### src/rtl/dcache_pkg.sv
// ----------------------------------------------------------
// data cache geometry and field types
// 2 ways x 8 sets, two 32-bit words per block (8 bytes)
// addresses are byte addresses, always word aligned
// ----------------------------------------------------------

package dcache_pkg;

	typedef logic [31:0] word_t;
	typedef logic [25:0] tag_t;	// addr[31:6]
	typedef logic [2:0] idx_t;	// addr[5:3]
	typedef logic way_t;

	localparam int NUM_SETS = 8;
	localparam int NUM_WAYS = 2;
	localparam int FRAME_COUNT = NUM_SETS * NUM_WAYS;

	// hits minus misses land here on halt
	localparam word_t STATS_ADDR = 32'h0000_3100;

	// 92 bits: valid, dirty, tag, word 1, word 0
	typedef struct packed {
		logic valid;
		logic dirty;
		tag_t tag;
		word_t word1;	// addr[2] set
		word_t word0;
	} frame_t;

endpackage

### src/rtl/dcache_frames.sv
// ----------------------------------------------------------
// frame store for the data cache
// lookup and both read paths are combinational
// reset clears only valid, dirty and the lru bits
// ----------------------------------------------------------

`timescale 1ns/1ns

module dcache_frames (
	input logic CLK,
	input logic nRST,
	input dcache_pkg::word_t lookup_addr,
	input dcache_pkg::way_t rd_way,
	input dcache_pkg::idx_t rd_index,
	input logic rd_word,
	input logic wr_en,
	input logic fill_en,
	input logic mark_dirty,
	input logic clean_en,
	input logic inval_en,
	input logic touch,
	input dcache_pkg::way_t wr_way,
	input dcache_pkg::idx_t wr_index,
	input logic wr_word,
	input dcache_pkg::word_t wr_data,
	input dcache_pkg::tag_t wr_tag,
	output logic hit,
	output dcache_pkg::way_t hit_way,
	output dcache_pkg::word_t hit_data,
	output dcache_pkg::way_t victim_way,
	output logic victim_dirty,
	output dcache_pkg::tag_t victim_tag,
	output dcache_pkg::tag_t rd_tag,
	output dcache_pkg::word_t rd_data,
	output logic rd_dirty
);

	dcache_pkg::frame_t frames [dcache_pkg::NUM_WAYS][dcache_pkg::NUM_SETS];
	logic [dcache_pkg::NUM_SETS-1:0] lru;	// way to evict next, per set

	dcache_pkg::idx_t look_index;
	dcache_pkg::tag_t look_tag;
	dcache_pkg::frame_t set0, set1, hit_frame, victim_frame, rd_frame;
	logic hit0, hit1;

	assign look_index = lookup_addr[5:3];
	assign look_tag = lookup_addr[31:6];

	assign set0 = frames[0][look_index];
	assign set1 = frames[1][look_index];

	assign hit0 = set0.valid && (set0.tag == look_tag);
	assign hit1 = set1.valid && (set1.tag == look_tag);
	assign hit = hit0 || hit1;
	assign hit_way = dcache_pkg::way_t'(!hit0);

	assign hit_frame = hit0 ? set0 : set1;
	assign hit_data = lookup_addr[2] ? hit_frame.word1 : hit_frame.word0;

	// empty way first, way 0 preferred, else lru
	always_comb begin
		if (!set0.valid) begin
			victim_way = 1'b0;
		end else if (!set1.valid) begin
			victim_way = 1'b1;
		end else begin
			victim_way = lru[look_index];
		end
	end

	assign victim_frame = frames[victim_way][look_index];
	assign victim_dirty = victim_frame.valid && victim_frame.dirty;
	assign victim_tag = victim_frame.tag;

	assign rd_frame = frames[rd_way][rd_index];
	assign rd_tag = rd_frame.tag;
	assign rd_data = rd_word ? rd_frame.word1 : rd_frame.word0;
	assign rd_dirty = rd_frame.valid && rd_frame.dirty;

	always_ff @(posedge CLK, negedge nRST) begin
		if (!nRST) begin
			for (int w = 0; w < dcache_pkg::NUM_WAYS; w++) begin
				for (int s = 0; s < dcache_pkg::NUM_SETS; s++) begin
					frames[w][s].valid <= 1'b0;
					frames[w][s].dirty <= 1'b0;
				end
			end
			lru <= '0;
		end else begin
			if (fill_en) begin	// new block, clean until marked
				frames[wr_way][wr_index].tag <= wr_tag;
				frames[wr_way][wr_index].valid <= 1'b1;
				frames[wr_way][wr_index].dirty <= 1'b0;
			end
			if (wr_en) begin
				if (wr_word) begin
					frames[wr_way][wr_index].word1 <= wr_data;
				end else begin
					frames[wr_way][wr_index].word0 <= wr_data;
				end
			end
			if (mark_dirty) begin
				frames[wr_way][wr_index].dirty <= 1'b1;
			end
			if (clean_en) begin
				frames[wr_way][wr_index].dirty <= 1'b0;
			end
			if (inval_en) begin
				frames[wr_way][wr_index].valid <= 1'b0;
				frames[wr_way][wr_index].dirty <= 1'b0;
			end
			if (touch) begin
				lru[wr_index] <= ~wr_way;
			end
		end
	end

endmodule

### src/rtl/dcache_ctrl.sv
// ----------------------------------------------------------
// data cache controller: miss handling, write-back, flush
// CPU must hold its request until dhit
// memory requests stay unchanged while dwait is high
// ----------------------------------------------------------

`timescale 1ns/1ns

module dcache_ctrl (
	input logic CLK,
	input logic nRST,
	input logic dmem_ren,
	input logic dmem_wen,
	input logic halt,
	input logic dwait,
	input dcache_pkg::word_t dmem_addr,
	input dcache_pkg::word_t dmem_store,
	input dcache_pkg::word_t dload,
	input logic hit,
	input dcache_pkg::way_t hit_way,
	input dcache_pkg::word_t hit_data,
	input dcache_pkg::way_t victim_way,
	input logic victim_dirty,
	input dcache_pkg::tag_t victim_tag,
	input dcache_pkg::tag_t rd_tag,
	input dcache_pkg::word_t rd_data,
	input logic rd_dirty,
	output dcache_pkg::word_t dmem_load,
	output logic dhit,
	output logic flushed,
	output logic dren,
	output logic dwen,
	output dcache_pkg::word_t daddr,
	output dcache_pkg::word_t dstore,
	output dcache_pkg::way_t rd_way,
	output dcache_pkg::idx_t rd_index,
	output logic rd_word,
	output logic wr_en,
	output logic fill_en,
	output logic mark_dirty,
	output logic clean_en,
	output logic inval_en,
	output logic touch,
	output dcache_pkg::way_t wr_way,
	output dcache_pkg::idx_t wr_index,
	output logic wr_word,
	output dcache_pkg::word_t wr_data,
	output dcache_pkg::tag_t wr_tag
);

	typedef enum logic [3:0] {
		IDLE, WB_WORD0, WB_WORD1, FILL_REQ, FILL_OTHER,
		FLUSH_SCAN, FLUSH_WORD1, STATS_WRITE, DONE
	} state_t;

	state_t state, next_state;
	dcache_pkg::way_t victim_q;
	dcache_pkg::word_t hit_cnt, miss_cnt;
	logic [$clog2(dcache_pkg::FRAME_COUNT)-1:0] flush_frame;
	logic hit_inc, miss_inc, frame_inc, last_frame;
	dcache_pkg::idx_t req_index, flush_index;
	logic req_word;
	dcache_pkg::way_t flush_way;

	assign req_index = dmem_addr[5:3];
	assign req_word = dmem_addr[2];
	assign flush_index = flush_frame[2:0];
	assign flush_way = flush_frame[3];
	assign last_frame = (int'(flush_frame) == dcache_pkg::FRAME_COUNT - 1);

	always_comb begin
		next_state = state;
		dhit = 1'b0;
		flushed = 1'b0;
		dmem_load = '0;
		dren = 1'b0;
		dwen = 1'b0;
		daddr = '0;
		dstore = '0;
		rd_way = victim_q;
		rd_index = req_index;
		rd_word = 1'b0;
		wr_en = 1'b0;
		fill_en = 1'b0;
		mark_dirty = 1'b0;
		clean_en = 1'b0;
		inval_en = 1'b0;
		touch = 1'b0;
		wr_way = victim_q;
		wr_index = req_index;
		wr_word = req_word;
		wr_data = dload;
		wr_tag = dmem_addr[31:6];
		hit_inc = 1'b0;
		miss_inc = 1'b0;
		frame_inc = 1'b0;

		case (state)
			IDLE: begin
				if (dmem_ren || dmem_wen) begin
					if (hit) begin
						dhit = 1'b1;
						dmem_load = hit_data;
						hit_inc = 1'b1;
						touch = 1'b1;
						wr_way = hit_way;
						if (dmem_wen) begin
							wr_en = 1'b1;
							wr_data = dmem_store;
							mark_dirty = 1'b1;
						end
					end else begin
						next_state = victim_dirty ? WB_WORD0 : FILL_REQ;
					end
				end else if (halt) begin
					next_state = FLUSH_SCAN;
				end
			end
			WB_WORD0, WB_WORD1: begin
				rd_word = (state == WB_WORD1);
				dwen = 1'b1;
				daddr = {victim_tag, req_index, rd_word, 2'b00};
				dstore = rd_data;
				if (!dwait) begin
					if (state == WB_WORD1) begin
						clean_en = 1'b1;	// memory copy now current
						next_state = FILL_REQ;
					end else begin
						next_state = WB_WORD1;
					end
				end
			end
			FILL_REQ: begin
				dren = 1'b1;
				daddr = dmem_addr;
				if (!dwait) begin
					fill_en = 1'b1;
					wr_en = 1'b1;
					wr_data = dmem_wen ? dmem_store : dload;	// merge store
					next_state = FILL_OTHER;
				end
			end
			FILL_OTHER: begin
				dren = 1'b1;
				daddr = {dmem_addr[31:3], ~req_word, 2'b00};
				dmem_load = hit_data;	// requested word already in place
				if (!dwait) begin
					wr_en = 1'b1;
					wr_word = ~req_word;
					mark_dirty = dmem_wen;
					touch = 1'b1;
					dhit = 1'b1;
					miss_inc = 1'b1;
					next_state = IDLE;
				end
			end
			FLUSH_SCAN, FLUSH_WORD1: begin
				rd_way = flush_way;
				rd_index = flush_index;
				rd_word = (state == FLUSH_WORD1);
				wr_way = flush_way;
				wr_index = flush_index;
				daddr = {rd_tag, flush_index, rd_word, 2'b00};
				dstore = rd_data;
				if (rd_dirty) begin
					dwen = 1'b1;
				end
				if (state == FLUSH_SCAN && rd_dirty) begin
					if (!dwait) begin
						next_state = FLUSH_WORD1;
					end
				end else if (state == FLUSH_SCAN || !dwait) begin
					inval_en = (state == FLUSH_WORD1);
					if (last_frame) begin
						next_state = STATS_WRITE;
					end else begin
						frame_inc = 1'b1;
						next_state = FLUSH_SCAN;
					end
				end
			end
			STATS_WRITE: begin
				dwen = 1'b1;
				daddr = dcache_pkg::STATS_ADDR;
				dstore = hit_cnt - miss_cnt;	// wraps mod 2^32
				if (!dwait) begin
					next_state = DONE;
				end
			end
			DONE: flushed = 1'b1;
			default: next_state = IDLE;
		endcase
	end

	always_ff @(posedge CLK, negedge nRST) begin
		if (!nRST) begin
			state <= IDLE;
			victim_q <= 1'b0;
			hit_cnt <= '0;
			miss_cnt <= '0;
			flush_frame <= '0;
		end else begin
			state <= next_state;
			if (state == IDLE) begin
				victim_q <= victim_way;	// frozen once the miss starts
			end
			if (hit_inc) begin
				hit_cnt <= hit_cnt + 32'd1;
			end
			if (miss_inc) begin
				miss_cnt <= miss_cnt + 32'd1;
			end
			if (frame_inc) begin
				flush_frame <= flush_frame + 1'b1;
			end
		end
	end

endmodule

### src/rtl/dcache.sv
// ----------------------------------------------------------
// two-way write-back data cache, top level
// read and write hits complete in the request cycle
// flushed stays high after halt until reset
// ----------------------------------------------------------

`timescale 1ns/1ns

module dcache (
	input logic CLK,
	input logic nRST,
	input logic dmem_ren,
	input logic dmem_wen,
	input logic halt,
	input dcache_pkg::word_t dload,
	input logic dwait,
	input dcache_pkg::word_t dmem_addr,
	input dcache_pkg::word_t dmem_store,
	output dcache_pkg::word_t dmem_load,
	output logic dhit,
	output logic flushed,
	output logic dren,
	output logic dwen,
	output dcache_pkg::word_t daddr,
	output dcache_pkg::word_t dstore
);

	logic hit, victim_dirty, rd_dirty, rd_word, wr_word;
	logic wr_en, fill_en, mark_dirty, clean_en, inval_en, touch;
	dcache_pkg::way_t hit_way, victim_way, rd_way, wr_way;
	dcache_pkg::word_t hit_data, rd_data, wr_data;
	dcache_pkg::tag_t victim_tag, rd_tag, wr_tag;
	dcache_pkg::idx_t rd_index, wr_index;

	dcache_frames frames_i (
		.CLK, .nRST,
		.lookup_addr(dmem_addr),
		.rd_way, .rd_index, .rd_word,
		.wr_en, .fill_en, .mark_dirty, .clean_en, .inval_en, .touch,
		.wr_way, .wr_index, .wr_word, .wr_data, .wr_tag,
		.hit, .hit_way, .hit_data,
		.victim_way, .victim_dirty, .victim_tag,
		.rd_tag, .rd_data, .rd_dirty
	);

	dcache_ctrl ctrl_i (
		.CLK, .nRST,
		.dmem_ren, .dmem_wen, .halt, .dwait,
		.dmem_addr, .dmem_store, .dload,
		.hit, .hit_way, .hit_data,
		.victim_way, .victim_dirty, .victim_tag,
		.rd_tag, .rd_data, .rd_dirty,
		.dmem_load, .dhit, .flushed,
		.dren, .dwen, .daddr, .dstore,
		.rd_way, .rd_index, .rd_word,
		.wr_en, .fill_en, .mark_dirty, .clean_en, .inval_en, .touch,
		.wr_way, .wr_index, .wr_word, .wr_data, .wr_tag
	);

endmodule

### config.mk
export PLATFORM = sky130hd
export DESIGN_NAME = dcache
export DESIGN_NICKNAME = d
export VERILOG_FILES = /design/src/rtl/dcache_pkg.sv /design/src/rtl/dcache_frames.sv /design/src/rtl/dcache_ctrl.sv /design/src/rtl/dcache.sv
export SDC_FILE = /design/constraint.sdc
export NUM_CORES = 2
export LEC_CHECK = 0
export BUFFER_PORTS_ARGS = -buffer_cell sky130_fd_sc_hd__buf_2
export CORE_UTILIZATION = 34
export CTS_BUF_LIST = sky130_fd_sc_hd__clkbuf_4 sky130_fd_sc_hd__clkbuf_8
export DETAILED_ROUTE_END_ITERATION = 7
export PLACE_DENSITY = 0.58
export SLEW_MARGIN = 20
export SYNTH_ARGS = -nofsm -noshare
export SYNTH_HDL_FRONTEND = slang
export SYNTH_SLANG_ARGS = --single-unit
### constraint.sdc
create_clock -name CLK -period 7 [get_ports CLK]
set_clock_uncertainty 0.05 [all_clocks]
set_input_delay 1.4 -clock CLK [delete_from_list [all_inputs] [get_ports CLK]]
set_output_delay 1.4 -clock CLK [all_outputs]
set_load 0.005 [all_outputs]
Yosys cells after proc, flatten, opt, wreduce, memory -nomap -nowiden
Index checks and enable logic that the tools add are counted.

Add/subtract/negate cells: 4. $lt $le $gt $ge: 10. Equality and inequality tests: 19. Muxes and demuxes: 122. Bitwise logic cells: 8. Reductions and logical operators: 20.

Operators by type and width (count): 1472-bit bitwise mux (9); 1472-bit 2-to-1 mux (6); 736-bit 2-to-1 mux (11); 736-bit demux with 1-bit select (5); 92-bit demux with 3-bit select (5); 92-bit binary-select mux with 3-bit select (4); 92-bit 2-to-1 mux (9); 32-bit 2-to-1 mux (9); 32-bit case mux with 2 select lines (3); 32-bit case mux with 5 select lines (1); 64-bit 2-to-1 mux (2); 91-bit 2-to-1 mux (1); 90-bit 2-to-1 mux (1); 32-bit by 1-bit adder with 32-bit output (second input constant) (2); 26-bit == test (2); 4-bit 2-to-1 mux (10); 1-bit 2-to-1 mux (33); 32-bit subtractor (1); 4-bit case mux with 7 select lines (1); 4-bit by 3-bit == test with 1-bit output (second input constant) (4); 1-bit case mux with 2 select lines (6); 9-bit AND reduction (1); 8-bit bitwise mux (1); 4-bit by 1-bit == test with 1-bit output (second input constant) (2); 27 further kinds (54).

Bits in registers: 1553. Input port bits: 102. Output and inout port bits: 100. Word-level logic and storage cells: 269.

Longest topological paths before layout
Depth in word-level cells: 29. Depth in mapped cells: 15. Mapped depth without buffers: 12.

By module
From an unflattened synthesis, not the netlist that was laid out.

Cell total of the unflattened synthesis: 4161. Area, all modules: 78485.3 um^2.

By module, submodules not included: dcache_frames (times used 1, cells an instance 3296, area an instance 71492.3 um^2, sequential area each 44242.4 um^2); dcache_ctrl (times used 1, cells an instance 865, area an instance 6993.0 um^2, sequential area each 1826.8 um^2).

Worst setup path before layout
Ideal clock, no wire load.

Path type: input port to flip-flop. From: input dmem_addr[5]. To: register frames_i.frames[100] in the netlist's numbering (enable). Setup time: 0.461 ns. Arrival: 6.143 ns. Required time: 6.489 ns. Slack: 0.347 ns. Cell stages on the path: 13. Buffers on the path: 4. Cell sequence: buf_2 -> buf_2 -> clkbuf_1 -> mux4_2 -> mux2i_1 -> xor2_1 -> nand4_1 -> nor4_2 -> a32o_1 -> buf_4 -> a31o_2 -> nand2_1 -> nor3_1.

RTL lines: start: declaration (line dcache.sv:17) `input dcache_pkg::word_t dmem_addr,`; end: declaration (line dcache_frames.sv:38) `dcache_pkg::frame_t frames [dcache_pkg::NUM_WAYS][dcache_pkg::NUM_SETS];`.

Final worst setup path
From: register ctrl_i.state[3]. To: output dwen.

Cells in the longest elaborated chain, start to end: 13. Elaborated cells on any way between the ends: 20. Those cells by class: 5 x eq/ne; 10 x mux; 2 x bitwise; 3 x reduce/logical.

Ends and longest elaborated chain: start: declaration (line dcache_ctrl.sv:56) `state_t state, next_state;`; start signal: assignment (line dcache_ctrl.sv:203) `state <= next_state;`; 4-bit by 3-bit == test with 1-bit output (line dcache_ctrl.sv:98) `case (state)`; 2-bit OR reduction (line dcache_ctrl.sv:98); 1-bit 2-to-1 mux (line dcache_ctrl.sv:98); 1-bit inverter with 2-bit output (not written as such) (line dcache_frames.sv:75) `assign rd_frame = frames[rd_way][rd_index];`; 736-bit 2-to-1 mux (not written as such) (3 in series) (line dcache_frames.sv:75); 92-bit binary-select mux with 3-bit select (line dcache_frames.sv:75); 92-bit 2-to-1 mux (not written as such) (2 in series) (line dcache_frames.sv:75); 1-bit logical AND (line dcache_frames.sv:78) `assign rd_dirty = rd_frame.valid && rd_frame.dirty;`; 1-bit 2-to-1 mux (line dcache_ctrl.sv:165) `if (rd_dirty) begin`; 1-bit case mux with 2 select lines (*) (line dcache_ctrl.sv:98); end: declaration (line dcache.sv:23) `output logic dwen,`.

Every way passes the cells marked *; elsewhere a longest branch is shown, timed or not. The select of a mux whose other input is x is not followed.

==> metrics.csv <==
metric,value,unit
rrSetupSlack,2110,ps
seqPwrFrac,33.9,%
gp_congestion,0.893,
fillers,21800,
place_area,86700,um2
hp-class,in -> async,
ys_seq_area_share,57.7,%
synthCells,6101,
synthToLayoutAreaGrowth,15.8,%
pwr-share-comb,38.0,%
intPower,19.3,mW
critPathTopFamily,simple AND/OR/NAND/NOR gates,
core,233000,um2
power_switching,12.3,mW
numPortBuffers,201,
grt_pass1_vias,56700,
vias,59500,
worst_path_largest_cell_delay,580,ps
rows,177,
cp.arrival,5430,ps
hpwl,176000,um
grt_use_total,24.1,%
r2r_cells,11,
r2r_start,frames_i.frames[636],
h-tree-depth,5,
crit_path_max_fanout,55,
grt_overflow,0,
start_util,34.3,%
timing.rr.end,frames_i.frames[702],
post-route-util,39.7,%
hold_viol_final,0,
cp_num_buf_inv,5,
grt_max_degree,143,
drc,0,
fin_crit,6880,ps
clkPwrFrac,28.1,%
drv_slew,0,
hold_slack,290,ps
status,"complete, no violations",
peakVddDrop,0.338,mV
p_leak,31.6,nW
setup_viol,0,
clk_pin_slew_worst_paths,60,ps
power,31.5,mW
grt_antenna_before_repair,26,
cts_root_buffer,clkbuf_8,
async_flop_share,7.28,%
drtAntennaViolNets,0,
ys_top_cells_by_area,"edfxtp_1, mux4_2, nand2_1, dfrtp_1, mux2i_1",
drive_gt1_share,24.6,%
ys.flop_type,edfxtp_1,
grt_setup_unrepaired,false,
max_cap_viol_count,0,
avgSynthCellArea,13.1,um2
dieArea,237000,um2
clk_latency,1050,ps
synthesis.nets,6238,
wl_per_cell,29.9,um
die_height,487,um
max_slew_margin,23.6,%
yosysWarnings,0,
ios,202,
cp_cell_sequence,"nand2b_2, nor2_1, buf_4, mux2i_4, buf_12, buf_16, a311oi_1, o21ai_0, nand4_1, nand2_1, a21oi_1, a2111oi_4, buf_4, buf_2",
layout.nets,6583,
cp_slowest_cell,dfrtp_1,
synth_top_area_share,54.1,%
clkSinkCount,1553,
swShare,38.9,%
syn_area,79900,um2
cts_buffers,283,
cts_hold_buf,0,
critPathCaptureType,primary output,
critPathKind,reg -> out,
required,5550,ps
cts_tree,yes,
synth_edf_count,1440,
tightest_slew,1130,ps
cp-start-kind,register,
power_density,341,nW/um2
drt_iter0_markers,8015,
first_pass_iters,7,
ys_types,79,
clock_path_buffers,4,
preCtsSetupSlack,55.4,ps
fin_ws,120,ps
cpMostUsedCell,buf_4,
grt_pass1_wl,413000,um
synth-seq-cells,1553,
yosys.area.top_type,edfxtp_1,
vias_per_cell,6.08,
fin_area,92500,um2
max_freq,145,MHz
die_w,487,um
fin_crit_sh,98.3,%
drt_wl_total,293000,um
cell usage in the layout (no fill, tap or decap), drive strengths merged, types with 60 or more instances in the layout:
cell type,netlist,routed
a21oi,177,177
a31oi,188,188
and3,187,187
buf,205,524
clkbuf,260,365
clkinv,1,87
dfrtp,113,113
edfxtp,1440,1440
mux2i,232,232
mux4,532,532
nand2,1364,1364
nand3,344,344
nor2,143,143
nor3,60,60
o21ai,100,100
o22ai,78,78
xnor2,87,87
flip-flops by register name (all words and copies together), names as in the netlist:
name,count
ctrl_i.flush_frame,4
ctrl_i.hit_cnt,32
ctrl_i.miss_cnt,32
ctrl_i.state,4
ctrl_i.victim_q,1
frames_i.frames,1472
frames_i.lru,8
power by group through the flow:
| stage | sequential [mW] | combinational, mW | clock (mW) |
|---|---|---|---|
| final | 10.7 | 12.0 | 8.86 |
| after global routing | 10.7 | 12.6 | 9.34 |
| after CTS | 10.7 | 11.7 | 8.98 |
| after detailed placement | 10.9 | 11.6 | 0 |
| after global placement | 10.9 | 11.5 | 0 |
| after floorplan | 10.8 | 6.80 | 0 |
kinds of logic (layout without fill, tap and decap cells):
kind of cell             count (synthesis)  in the layout  synth area share [%]
flip-flops                            1553           1553                  57.7
other                                    0             11                     0
AND/OR/NAND/NOR                       2256           2256                  12.4
buffers and inverters                  519           1059                  2.79
adder cells (fa/ha/maj)                 35             35                 0.558
AO/OA/AOI/OAI                          794            794                  6.53
XOR/XNOR                               141            141                  1.55
multiplexers                           803            803                  18.5
layout make-up:
type,instances,area [um2],share of cell area (%)
Sequential cell,1553,46100,49.8
Multi-Input combinational cell,4029,32200,34.8
Clock buffer,365,4550,4.92
Timing Repair Buffer,525,4470,4.83
Tap cell,3132,3920,4.24
Clock inverter,115,1020,1.10
Inverter,54,203,0.219
Antenna cell,11,27.5,0.0298
metrics by stage:
step | TNS [ps] | std cells
global route | 0 | 9778
finish | 0 | 9784
floorplan | 0 | 6101
detailed placement | 0 | 9289
CTS | 0 | 9771
global placement | -149 | 9287
synth_stat cells, types with 9 or more instances:
cell       instances
nand4_1           18
xor2_1            54
a31oi_1          188
nor2b_1           11
nor2_1           143
nand2_1         1364
or4_1             13
o21ai_0           96
xnor2_1           87
clkbuf_1         260
buf_1             68
a21oi_1          177
a221o_1           31
o2111ai_1         30
a32o_1            28
nand3_1          344
nor4_1            57
buf_2            106
a21o_1            16
nand2b_1          14
edfxtp_1        1440
mux2_2            39
o22ai_1           78
nor3_1            54
mux4_2           531
a2bb2oi_1          9
inv_1             53
mux2i_1          231
a211oi_1          48
and2_1            10
and3_1           187
dfrtp_1          113
ha_1              34
buf_4             23
o31ai_1           10
worst max path at each step:
stage	startpoint	endpoint	slack (ps)	cells past startpoint
global route	dmem_addr[3]	dmem_load[3]	30	15
detailed placement	dmem_addr[3]	dmem_load[30]	60	11
CTS	ctrl_i.state[3]	dwen	50	14
floorplan	dmem_addr[5]	frames_i.frames[100]	350	13
global placement	dmem_addr[3]	dmem_load[30]	-60	14
finish	ctrl_i.state[3]	dwen	120	14
worst register-to-register path, cell delays in order, from the launching register on:
cell      delay, ps
edfxtp_1        400
mux4_1          530
mux2i_1         210
xnor2_1         140
or4_1           640
nor4_2          430
a32o_1          340
buf_4           270
a31o_2          260
nand2_1         300
nor3_2          520
buf_12          410
metal layers:
layer	GRT usage, %	vias up	wire, um
met1	33.1	30100	113000
li1	-	24400	-
met4	9.72	10	12500
met2	36.6	4197	130000
met3	5.87	767	36600
met5	0	-	59
timing repair:
item / CTS / global route
gates cloned: 1 / 0
setup endpoints to repair: 2 / 8
pin swaps: 1 / 0
gates resized for setup: 2 / 4
setup buffers: 1 / 0
Note: power is estimated with default switching activity, not from simulation.
